`config.mk`:
```
export PLATFORM = sky130hd
export DESIGN_NAME = dkong_sound
export DESIGN_NICKNAME = d
export VERILOG_FILES = /design/src/snd_bus_pkg.sv /design/src/snd_host_pkg.sv /design/src/dkong_sound.sv /design/src/snd_addr_latch.sv /design/src/snd_cmd_sync.sv /design/src/snd_cpu_port_io.sv
export VERILOG_INCLUDE_DIRS = /design/src /design/src/src
export SDC_FILE = /design/constraint.sdc
export NUM_CORES = 1
export LEC_CHECK = 0
export BUFFER_PORTS_ARGS = -buffer_cell sky130_fd_sc_hd__buf_2
export CAP_MARGIN = 30
export CORE_UTILIZATION = 38
export DETAILED_ROUTE_END_ITERATION = 8
export HOLD_SLACK_MARGIN = 0.06
export PLACE_DENSITY = 0.8
export SYNTH_ARGS = -nofsm -noshare
export SYNTH_HDL_FRONTEND = slang
export SYNTH_SLANG_ARGS = --single-unit
```
`constraint.sdc`:
```
create_clock -name I_CLK -period 1.2 [get_ports I_CLK]
set_clock_uncertainty 0.15 [all_clocks]
set_input_delay 0.12 -clock I_CLK [delete_from_list [all_inputs] [get_ports I_CLK]]
set_output_delay 0.12 -clock I_CLK [all_outputs]
set_load 0.02 [all_outputs]
```
`src/snd_config.svh`:
```
//==================================================
// Build constants for the sound board glue logic
// Include in any file that needs bus or nibble widths
//==================================================
`ifndef SND_CONFIG_SVH
`define SND_CONFIG_SVH

// Microcontroller data bus and port width
`define SND_DB_W 8

// External ROM address width
// Top bit picks the data half, the rest is page plus offset
`define SND_ROM_AW 12

// Address page taken from port 2
`define SND_PAGE_W (`SND_ROM_AW - `SND_DB_W - 1)

// Main CPU command and control nibble width
`define SND_NIB_W 4

// Flop depth of the command synchronizer
// 3 also works for a slower host clock domain
`define SND_SYNC_STAGES 2

`endif

```
`src/snd_bus_pkg.sv`:
```
//==================================================
// Types for the sound microcontroller bus side
// Strobes, port 2 layout and the external ROM address
//==================================================
`include "snd_config.svh"

package snd_bus_pkg;

	//==================================================
	// Bus strobes
	//==================================================
	// ALE is active high, the read strobes are active low
	typedef struct packed {
		logic ale;
		logic rd_n;
		logic psen_n;
	} bus_strobe_t;

	//==================================================
	// Port 2 as seen by the glue logic
	//==================================================
	// Bit 6 high reads the host command latch
	// Bit 6 low reads the data ROM
	typedef struct packed {
		logic                               spare_hi;
		logic                               sel_cmd;
		logic [`SND_DB_W-`SND_PAGE_W-3:0]   spare_lo;
		logic [`SND_PAGE_W-1:0]             page;
	} port2_t;

	//==================================================
	// ROM address
	//==================================================
	// data_half set selects the upper 2 KB
	typedef struct packed {
		logic                   data_half;
		logic [`SND_PAGE_W-1:0] page;
		logic [`SND_DB_W-1:0]   offset;
	} rom_addr_t;

endpackage

```
`src/snd_host_pkg.sv`:
```
//==================================================
// Types for the main CPU side of the sound board
// Posted command and the pins it drives on the core
//==================================================
`include "snd_config.svh"

package snd_host_pkg;

	//==================================================
	// Command posted by the main CPU
	//==================================================
	// dat is read back through the command latch
	// ctl bits drive the test and interrupt pins
	typedef struct packed {
		logic [`SND_NIB_W-1:0] dat;
		logic [`SND_NIB_W-1:0] ctl;
	} snd_cmd_t;

	//==================================================
	// Microcontroller control pins
	//==================================================
	// All four are inverted copies of ctl
	// t0    from ctl bit 3
	// t1    from ctl bit 2
	// p2_5  from ctl bit 1
	// int_n from ctl bit 0
	typedef struct packed {
		logic t0;
		logic t1;
		logic int_n;
		logic p2_5;
	} snd_pins_t;

endpackage

```
`src/dkong_sound.sv`:
```
//==================================================
// Top of the sound board glue logic
// Sits between the sound microcontroller, the main CPU
// command lines and an external 4 KB program/data ROM
//==================================================
`timescale 1ns/100ps
`include "snd_config.svh"

module dkong_sound
	import snd_bus_pkg::*;
	import snd_host_pkg::*;
(
	input  logic                 I_CLK,
	input  logic                 rst_n,
	// Microcontroller bus
	input  logic [`SND_DB_W-1:0] db_in,
	input  bus_strobe_t          strobe,
	input  logic [`SND_DB_W-1:0] port1,
	input  port2_t               port2,
	output logic [`SND_DB_W-1:0] db_out,
	output snd_pins_t            pins,
	output logic [`SND_DB_W-1:0] port2_out,
	output logic                 cpu_rst_n,
	// Main CPU command
	input  snd_cmd_t             cmd,
	// External ROM
	output rom_addr_t            rom_addr,
	input  logic [`SND_DB_W-1:0] rom_data,
	// DAC sample
	output logic [`SND_DB_W-1:0] dac
);

	// Synchronized sound data nibble
	logic [`SND_NIB_W-1:0] cmd_dat;

	//==================================================
	// Stage 1 address latch
	//==================================================
	snd_addr_latch u_addr_latch (
		.I_CLK    (I_CLK),
		.rst_n    (rst_n),
		.db_in    (db_in),
		.strobe   (strobe),
		.port2    (port2),
		.rom_addr (rom_addr)
	);

	//==================================================
	// Command synchronizer
	//==================================================
	snd_cmd_sync u_cmd_sync (
		.I_CLK     (I_CLK),
		.rst_n     (rst_n),
		.cmd       (cmd),
		.pins      (pins),
		.cmd_dat   (cmd_dat),
		.cpu_rst_n (cpu_rst_n)
	);

	//==================================================
	// Stage 2 data return and DAC
	//==================================================
	snd_cpu_port_io u_port_io (
		.I_CLK    (I_CLK),
		.rst_n    (rst_n),
		.strobe   (strobe),
		.port2    (port2),
		.port1    (port1),
		.rom_data (rom_data),
		.cmd_dat  (cmd_dat),
		.db_out   (db_out),
		.dac      (dac)
	);

	// Port 2 input side only uses bit 5
	// Other bits read back as zero
	always_comb begin
		port2_out    = '0;
		port2_out[5] = pins.p2_5;
	end

endmodule

```
`src/snd_addr_latch.sv`:
```
//==================================================
// Pipeline stage 1 of the sound board
// Catches the low address byte off the multiplexed bus
// on ALE falling and builds the 12-bit ROM address
//==================================================
`timescale 1ns/100ps
`include "snd_config.svh"

module snd_addr_latch
	import snd_bus_pkg::*;
(
	input  logic                 I_CLK,
	input  logic                 rst_n,
	input  logic [`SND_DB_W-1:0] db_in,
	input  bus_strobe_t          strobe,
	input  port2_t               port2,
	output rom_addr_t            rom_addr
);

	//==================================================
	// ALE edge detect
	//==================================================
	// Previous ALE sample
	logic ale_q;
	// Falling edge seen in this cycle
	logic ale_fall;

	// Latched low address byte
	logic [`SND_DB_W-1:0] offset_q;

	always_ff @(posedge I_CLK or negedge rst_n) begin
		if (!rst_n) begin
			ale_q <= 1'b0;
		end else begin
			ale_q <= strobe.ale;
		end
	end

	// High last cycle and low now
	assign ale_fall = ale_q & ~strobe.ale;

	//==================================================
	// Offset register
	//==================================================
	// Only loads on the falling edge
	// db_in may move freely while ALE stays low
	always_ff @(posedge I_CLK or negedge rst_n) begin
		if (!rst_n) begin
			offset_q <= '0;
		end else if (ale_fall) begin
			offset_q <= db_in;
		end
	end

	//==================================================
	// Address assembly
	//==================================================
	// Page and half follow port 2 without a register
	// Data half is selected when the command latch is not
	always_comb begin
		rom_addr.data_half = ~port2.sel_cmd;
		rom_addr.page      = port2.page;
		rom_addr.offset    = offset_q;
	end

endmodule

```
`src/snd_cmd_sync.sv`:
```
//==================================================
// Side stage that brings the main CPU command into the
// sound clock domain and drives the core control pins
// Also holds the core in reset one clock past the board
//==================================================
`timescale 1ns/100ps
`include "snd_config.svh"

module snd_cmd_sync
	import snd_host_pkg::*;
(
	input  logic                  I_CLK,
	input  logic                  rst_n,
	input  snd_cmd_t              cmd,
	output snd_pins_t             pins,
	output logic [`SND_NIB_W-1:0] cmd_dat,
	output logic                  cpu_rst_n
);

	//==================================================
	// Synchronizer chain
	//==================================================
	// Stage 0 takes the raw host value
	snd_cmd_t sync_q [`SND_SYNC_STAGES];

	// Oldest stage drives everything downstream
	snd_cmd_t cmd_s;

	// Core reset register
	logic core_rst_q;

	always_ff @(posedge I_CLK or negedge rst_n) begin
		if (!rst_n) begin
			for (int i = 0; i < `SND_SYNC_STAGES; i++) begin
				sync_q[i] <= '0;
			end
		end else begin
			sync_q[0] <= cmd;
			// Shift toward the last stage
			for (int i = 1; i < `SND_SYNC_STAGES; i++) begin
				sync_q[i] <= sync_q[i-1];
			end
		end
	end

	assign cmd_s = sync_q[`SND_SYNC_STAGES-1];

	//==================================================
	// Pin drive
	//==================================================
	// Host control lines are active low at the core
	// A cleared chain leaves all four pins high
	always_comb begin
		pins.t0    = ~cmd_s.ctl[3];
		pins.t1    = ~cmd_s.ctl[2];
		pins.p2_5  = ~cmd_s.ctl[1];
		pins.int_n = ~cmd_s.ctl[0];
	end

	// Sound data goes to the command read path as is
	assign cmd_dat = cmd_s.dat;

	//==================================================
	// Core reset
	//==================================================
	// Asserted with the board reset
	// Released on the first edge after rst_n rises
	always_ff @(posedge I_CLK or negedge rst_n) begin
		if (!rst_n) begin
			core_rst_q <= 1'b0;
		end else begin
			core_rst_q <= 1'b1;
		end
	end

	assign cpu_rst_n = core_rst_q;

endmodule

```
`src/snd_cpu_port_io.sv`:
```
//==================================================
// Pipeline stage 2 of the sound board
// Merges program fetch, data ROM and command reads into
// the returned data bus, and samples port 1 for the DAC
//==================================================
`timescale 1ns/100ps
`include "snd_config.svh"

module snd_cpu_port_io
	import snd_bus_pkg::*;
(
	input  logic                  I_CLK,
	input  logic                  rst_n,
	input  bus_strobe_t           strobe,
	input  port2_t                port2,
	input  logic [`SND_DB_W-1:0]  port1,
	input  logic [`SND_DB_W-1:0]  rom_data,
	input  logic [`SND_NIB_W-1:0] cmd_dat,
	output logic [`SND_DB_W-1:0]  db_out,
	output logic [`SND_DB_W-1:0]  dac
);

	//==================================================
	// Read source decode
	//==================================================
	// Command latch select lags the strobe by a cycle
	logic cmd_sel_q;

	// Data ROM read is taken straight from the strobe
	logic rom_sel;

	// Per source contributions, zero when not selected
	logic [`SND_DB_W-1:0] prog_d;
	logic [`SND_DB_W-1:0] rom_d;
	logic [`SND_DB_W-1:0] cmd_d;

	// Merged bus value ahead of the output register
	logic [`SND_DB_W-1:0] merged;

	// Output registers
	logic [`SND_DB_W-1:0] db_q;
	logic [`SND_DB_W-1:0] dac_q;

	always_ff @(posedge I_CLK or negedge rst_n) begin
		if (!rst_n) begin
			cmd_sel_q <= 1'b0;
		end else begin
			cmd_sel_q <= port2.sel_cmd & ~strobe.rd_n;
		end
	end

	assign rom_sel = ~port2.sel_cmd & ~strobe.rd_n;

	//==================================================
	// Source gating and merge
	//==================================================
	always_comb begin
		// Program fetch
		prog_d = strobe.psen_n ? '0 : rom_data;
		// Data ROM read
		rom_d  = rom_sel ? rom_data : '0;
		// Command read puts the inverted nibble in the low half
		cmd_d  = '0;
		if (cmd_sel_q) begin
			cmd_d[`SND_NIB_W-1:0] = ~cmd_dat;
		end
		// Wired OR of every source like the board bus
		merged = prog_d | rom_d | cmd_d;
	end

	//==================================================
	// Output registers
	//==================================================
	// Data bus is refreshed every clock
	always_ff @(posedge I_CLK or negedge rst_n) begin
		if (!rst_n) begin
			db_q <= '0;
		end else begin
			db_q <= merged;
		end
	end

	// DAC sample is port 1 delayed by one clock
	always_ff @(posedge I_CLK or negedge rst_n) begin
		if (!rst_n) begin
			dac_q <= '0;
		end else begin
			dac_q <= port1;
		end
	end

	assign db_out = db_q;
	assign dac    = dac_q;

endmodule

```
==> results_dict.tcl, run 1 <==
set metrics [dict create \
    r2r-end "u_addr_latch.offset_q[6]$_DFFE_PN0P_" \
    cap_violations 0 \
    hp-class "in2out" \
    grt_pass1_wl_um 4878 \
    htreeDepth 2 \
    dp.cells 194 \
    ys_types 11 \
    start_util_pct 41.08 \
    p_leak_nw 1.163 \
    cts_buffers 5 \
    vdd_drop_max_uv 649.5 \
    grt_util_all_layers_pct 16.95 \
    cp-end-kind "flop" \
    gp_congestion 0.8274 \
    endpoint "u_addr_latch.offset_q[6]$_DFFE_PN0P_" \
    final_layout_size_suffix_gt1_share_pct 44.56 \
    power_density_nw_per_um2 1332 \
    critPathArrivalTime_ns 1.21 \
    critPathSlowestCell "dfrtp_1" \
    num_vias 980 \
    ff2ff_path_depth 3 \
    post_drt_wl_per_cell_um 12.67 \
    wl_um 3028 \
    hold_viol_final 0 \
    ys_ff_latch 43 \
    status "complete, no violations" \
    first_pass_iters 4 \
    final_cell_mix "buf_2 (68), dfrtp_1 (43), dlygate4sd3_1 (36)" \
    cp_max_fo 8 \
    clockRootBuffer "clkbuf_8" \
    insertion_delay_ns 0.28 \
    path_clk_slew_ns 0.08 \
    final_area_um2 2226 \
    grt_max_degree 44 \
    r2r_slack_ns 0.01 \
    fin_crit_ns 1.189 \
    nets 237 \
    die_h_um 63.00 \
    clock_path_buffers 2 \
    die_area_um2 3968 \
    path_class "reg2reg" \
    synth.avg_cell_area_um2 16.63 \
    antenna_left 0 \
    numPortBuffers 68 \
    area_growth_pct 57.43 \
    start_kind "flop" \
    first_iter_violations 15 \
    io_pins 86 \
    die_w_um 63.00 \
    diodes 0 \
    dp_hpwl_um 1773 \
    cpPeakStageDelay_ns 0.33 \
    row_count 21 \
    antenna_found_initial 0 \
    rsz0062_at_grt "yes" \
    setup_viol 0 \
    yosys_warnings 0 \
    drc 0 \
    fin_crit_sh_pct 99.06 \
    place_area_um2 1760 \
    syn_area_um2 1414 \
    layout_commonest_cell "buf_2" \
    required_ns 1.22 \
    worstSetupStartpoint "u_addr_latch.ale_q$_DFF_PN0_" \
    core_area_um2 3442 \
    cts_sinks 43 \
    fin_cells 239 \
    grt_pass1_vias 1070 \
    ys_seq_area_share_pct 76.11 \
    cts_tree "yes" \
    post_drt_via_cell_ratio 4.100 \
    timing.rr.start "u_addr_latch.ale_q$_DFF_PN0_" \
    grt_overflow 0 \
    power.total_mw 2.964 \
    slew_violations 0 \
    synthCells 85 \
    fmax_mhz 841.2 \
    crit_chain "nor2b_4 > buf_12 > mux2_4" \
]
==> worst min-delay path by stage <==
stage / from / endpoint / slack (ns) / depth (start not counted)
final: port2[0] / rom_addr[8] / 0.09 / 0
after global routing: port2[2] / rom_addr[10] / 0.09 / 0
after CTS: port2[0] / rom_addr[8] / 0.09 / 0
after detailed placement: rst_n / u_cmd_sync.cmd_s[0]$_DFF_PN0_ / -0.04 / 2
after global placement: rst_n / u_cmd_sync.cmd_s[2]$_DFF_PN0_ / -0.05 / 2
after floorplan: rst_n / u_addr_latch.ale_q$_DFF_PN0_ / -0.33 / 0
==> synth_stat cells <==
cell | instances | area (µm²)
nor2b_4 | 1 | 13.76
conb_1 | 2 | 7.510
and2_1 | 4 | 25.02
buf_6 | 1 | 11.26
inv_1 | 9 | 33.78
buf_4 | 11 | 82.58
mux2_4 | 8 | 120.1
dfrtp_1 | 43 | 1076
o21ai_1 | 1 | 5.000
nor2_1 | 1 | 3.750
a22o_1 | 4 | 35.03
==> area by class of cell <==
cell class / instances / area (µm²)
flip-flops and latches: 43 / 1076
fillers: 254 / 1216
multi-input cells: 27 / 232.7
inverters: 9 / 33.78
clock inverters: 2 / 12.51
well taps: 46 / 57.56
repair buffers: 106 / 740.7
clock buffers: 6 / 72.57
==> layer usage <==
layer / global-route usage, % / vias up / share of wire (%)
met5: 0 / - / 0
met4: 8.140 / 0 / 1.5
met3: 4.015 / 6 / 5.7
met2: 31.32 / 53 / 56
met1: 17.73 / 466 / 37
li1: - / 455 / -
==> where the power goes <==
part / total (mW) / switching (mW) / internal [mW]
sequential: 1.59 / 0.0401 / 1.55
clock: 0.848 / 0.442 / 0.406
combinational: 0.523 / 0.260 / 0.263
total: 2.96 / 0.743 / 2.22
==> sequential cells by signal, indices dropped and copies added, names as in the netlist <==
name                   count
u_addr_latch.ale_q         1
u_cmd_sync.cmd_s           4
u_addr_latch.offset_q      8
u_cmd_sync.sync_q          8
u_port_io.dac              8
u_cmd_sync.cpu_rst_n       1
u_port_io.db_out           8
u_cmd_sync.cmd_dat         4
u_port_io.cmd_sel_q        1
==> kinds of logic (layout without fill, tap and decap cells) <==
| group | count (synthesis) | in the layout | synth area share (%) |
|---|---|---|---|
| DFF | 43 | 43 | 76.11 |
| buffers and inverters | 21 | 123 | 9.026 |
| muxes | 8 | 8 | 8.496 |
| and+or+nand+nor | 6 | 6 | 3.008 |
| AOI/OAI and AO/OA | 5 | 5 | 2.831 |
| other | 2 | 8 | 0.5312 |
==> metrics by stage <==
step | TNS (ns) | setup WS (ns) | util [%] | hold slack, ns
after CTS | 0 | 0.01281 | 64.67 | 0.09024
after global routing | -0.2701 | -0.03883 | 64.67 | 0.09004
after floorplan | 0 | 0.05595 | - | -0.3256
after detailed placement | -0.3723 | -0.05410 | 51.14 | -0.04012
after global placement | -0.1042 | -0.01358 | 51.14 | -0.04772
final | 0 | 0.01125 | 64.67 | 0.09001
==> worst max-delay path, delay by kind of cell (launching register included) <==
kind / cells / cell delay [ns]
buffers and inverters: 1 / 0.14
AND/OR/NAND/NOR: 1 / 0.16
multiplexers: 1 / 0.30
flip-flops: 1 / 0.33
==> timing repair <==
| item | 4_1_cts | 5_1_grt |
|---|---|---|
| endpoints found under the setup margin | 8 | 8 |
| buffers inserted | 1 | 0 |
| gates resized for setup | 0 | 0 |
| hold buffers | 36 | 0 |
| endpoints found under the hold margin | 77 | 0 |
Power figures use the tool's default switching activity.
==> run 2: changes to the inputs <==
--- a/config.mk
+++ b/config.mk
@@ -8,10 +8,12 @@
 export LEC_CHECK = 0
 export BUFFER_PORTS_ARGS = -buffer_cell sky130_fd_sc_hd__buf_2
 export CAP_MARGIN = 30
-export CORE_UTILIZATION = 38
+export CORE_ASPECT_RATIO = 1.2
+export CORE_UTILIZATION = 42
 export DETAILED_ROUTE_END_ITERATION = 8
+export GPL_TIMING_DRIVEN = 0
 export HOLD_SLACK_MARGIN = 0.06
-export PLACE_DENSITY = 0.8
+export PLACE_DENSITY = 0.83
 export SYNTH_ARGS = -nofsm -noshare
 export SYNTH_HDL_FRONTEND = slang
 export SYNTH_SLANG_ARGS = --single-unit
==> constraint.sdc (replaced) <==
create_clock -name I_CLK -period 1.1 [get_ports I_CLK]
set_clock_uncertainty 0.15 [all_clocks]
set_input_delay 0.11 -clock I_CLK [delete_from_list [all_inputs] [get_ports I_CLK]]
set_output_delay 0.11 -clock I_CLK [all_outputs]
set_load 0.02 [all_outputs]
==> results_dict.tcl, run 2 (synthesized netlist as in run 1, its figures left out) <==
set metrics [dict create \
    path_delay_family "flip-flops" \
    swShare_pct 25.85 \
    insertion_delay_ns 0.36 \
    fin_crit_ns 1.239 \
    numPortBuffers 71 \
    start_kind "flop" \
    violations "hold timing, setup timing" \
    holdWs_ns -0.2986 \
    crit_chain "inv_2 > buf_6 > buf_6" \
    path_clk_slew_ns 0.14 \
    worstMarginPinSlew_ns 0.8864 \
    cp-end-kind "output pin" \
    cpPeakStageDelay_ns 0.40 \
    fin_cells 251 \
    p_leak_nw 1.327 \
    antenna_found_initial 0 \
    power.total_mw 3.576 \
    wl_met3_um 201 \
    final_cell_mix "dfrtp_1 (43), buf_2 (42), dlygate4sd3_1 (37)" \
    die_h_um 65.56 \
    grt_pass1_wl_um 5457 \
    p_clk_share_pct 28.6 \
    drc 0 \
    fmax_mhz 806.8 \
    grt_max_degree 44 \
    critPathArrivalTime_ns 0.98 \
    clockRootBuffer "clkbuf_4" \
    clock_path_buffers 2 \
    power_frac_comb_pct 22.1 \
    io_pins 86 \
    power_density_nw_per_um2 1401 \
    grt_overflow 0 \
    cts_sinks 43 \
    required_ns 0.84 \
    hold_viol_final 43 \
    antenna_left 0 \
    gp_congestion 0.7442 \
    die_w_um 54.97 \
    row_count 22 \
    start_util_pct 45.06 \
    diodes 0 \
    cts_buffers 5 \
    vdd_drop_max_uv 1310 \
    dr_wl_met2_um 2180 \
    top_layer "met4" \
    r2r_slack_ns -0.10 \
    fin_ws_ns -0.1395 \
    place_ws_ns -0.08972 \
    place_area_um2 1837 \
    critPathSlowestCell "dfrtp_1" \
    cts_tree "yes" \
    cap_violations 0 \
    wirelength_met1_um 1167 \
    path_class "reg2out" \
    slew_violations 0 \
    first_iter_violations 8 \
    power_switching_mw 0.9244 \
    grt_util_all_layers_pct 23.28 \
    num_vias 1092 \
    final_layout_size_suffix_gt1_share_pct 51.63 \
    crit_top_cell "buf_6" \
    status "finished with violations" \
    wl_um 3602 \
    max_slew_margin_pct 40.91 \
    core_area_um2 3138 \
    post_drt_via_cell_ratio 4.351 \
    p_int_mw 2.652 \
    final_area_um2 2552 \
    rsz0062_at_grt "yes" \
    post_drt_wl_per_cell_um 14.35 \
    critPathBufInv 3 \
    first_pass_iters 2 \
    hp-class "in2async" \
    area_growth_pct 80.53 \
    cp_max_fo 2 \
    dp.cells 198 \
    nFillCells 160 \
    grt_pass1_vias 1184 \
    final_util_pct 81.34 \
    fin_crit_sh_pct 112.7 \
    setup_viol 38 \
    pwr-share-seq_pct 49.3 \
    htreeDepth 2 \
    nets 259 \
    die_area_um2 3603 \
    finalSetupTns_ns -2.499 \
    layout_commonest_cell "dfrtp_1" \
]
-- run 2: cell count changes in the layout (fill, tap and decap cells not counted), sizes merged --
cell / delta
bufinv: +1
clkinvlp: -1
buf: +21
dlygate4sd3: +1
clkbuf: -1
inv: +1
-- run 2: metal layers --
layer	up-vias	track usage (%)
li1	504	-
met1	536	21.28
met2	48	43.07
met3	4	8.102
met4	0	10.63
met5	-	0
-- run 2: power by group through the flow --
stage / clock network [mW] / registers (mW) / logic, mW
final: 1.02 / 1.76 / 0.791
after global routing: 1.13 / 1.77 / 0.846
after CTS: 1.05 / 1.76 / 0.746
after detailed placement: 0 / 1.77 / 0.497
after global placement: 0 / 1.76 / 0.485
after floorplan: 0 / 1.87 / 0.182
-- run 2: area by class of cell --
class / count / area (µm²) / share of cell area [%]
plain buffers: 12 / 101.3 / 3.971
clock buffers: 5 / 37.54 / 1.471
clock inverters: 3 / 47.55 / 1.863
inverters: 9 / 33.78 / 1.324
multi-input cells: 27 / 244.0 / 9.559
flip-flops and latches: 43 / 1076 / 42.16
well taps: 36 / 45.04 / 1.765
repair buffers: 116 / 967.2 / 37.89
-- run 2: worst paths after layout --
kind | endpoint | from | depth (start not counted)
min in group I_CLK | u_addr_latch.offset_q[2]$_DFFE_PN0P_ | strobe[2] | 4
max in group asynchronous | u_port_io.db_out[1]$_DFF_PN0_ | rst_n | 1
max | port2_out[5] | u_cmd_sync.cmd_s[1]$_DFF_PN0_ | 3
min | u_cmd_sync.cmd_s[3]$_DFF_PN0_ | rst_n | 1
max reg2reg | u_addr_latch.offset_q[6]$_DFFE_PN0P_ | u_addr_latch.ale_q$_DFF_PN0_ | 3
min reg2reg | u_cmd_sync.cmd_dat[2]$_DFF_PN0_ | u_cmd_sync.sync_q[14]$_DFF_PN0_ | 0
-- run 2: timing repair --
item | 4_1_cts | 5_1_grt
gates resized for setup | 61 | 3
setup buffers | 5 | 3
endpoints found under the setup margin | 38 | 46
hold endpoints to repair | 77 | 51
hold buffers | 36 | 1
-- run 2: worst reg2reg max path, cell delays in order, from the launching register on --
cell	delay, ns
dfrtp_1	0.34
nor2b_4	0.15
buf_8	0.15
mux2_4	0.31
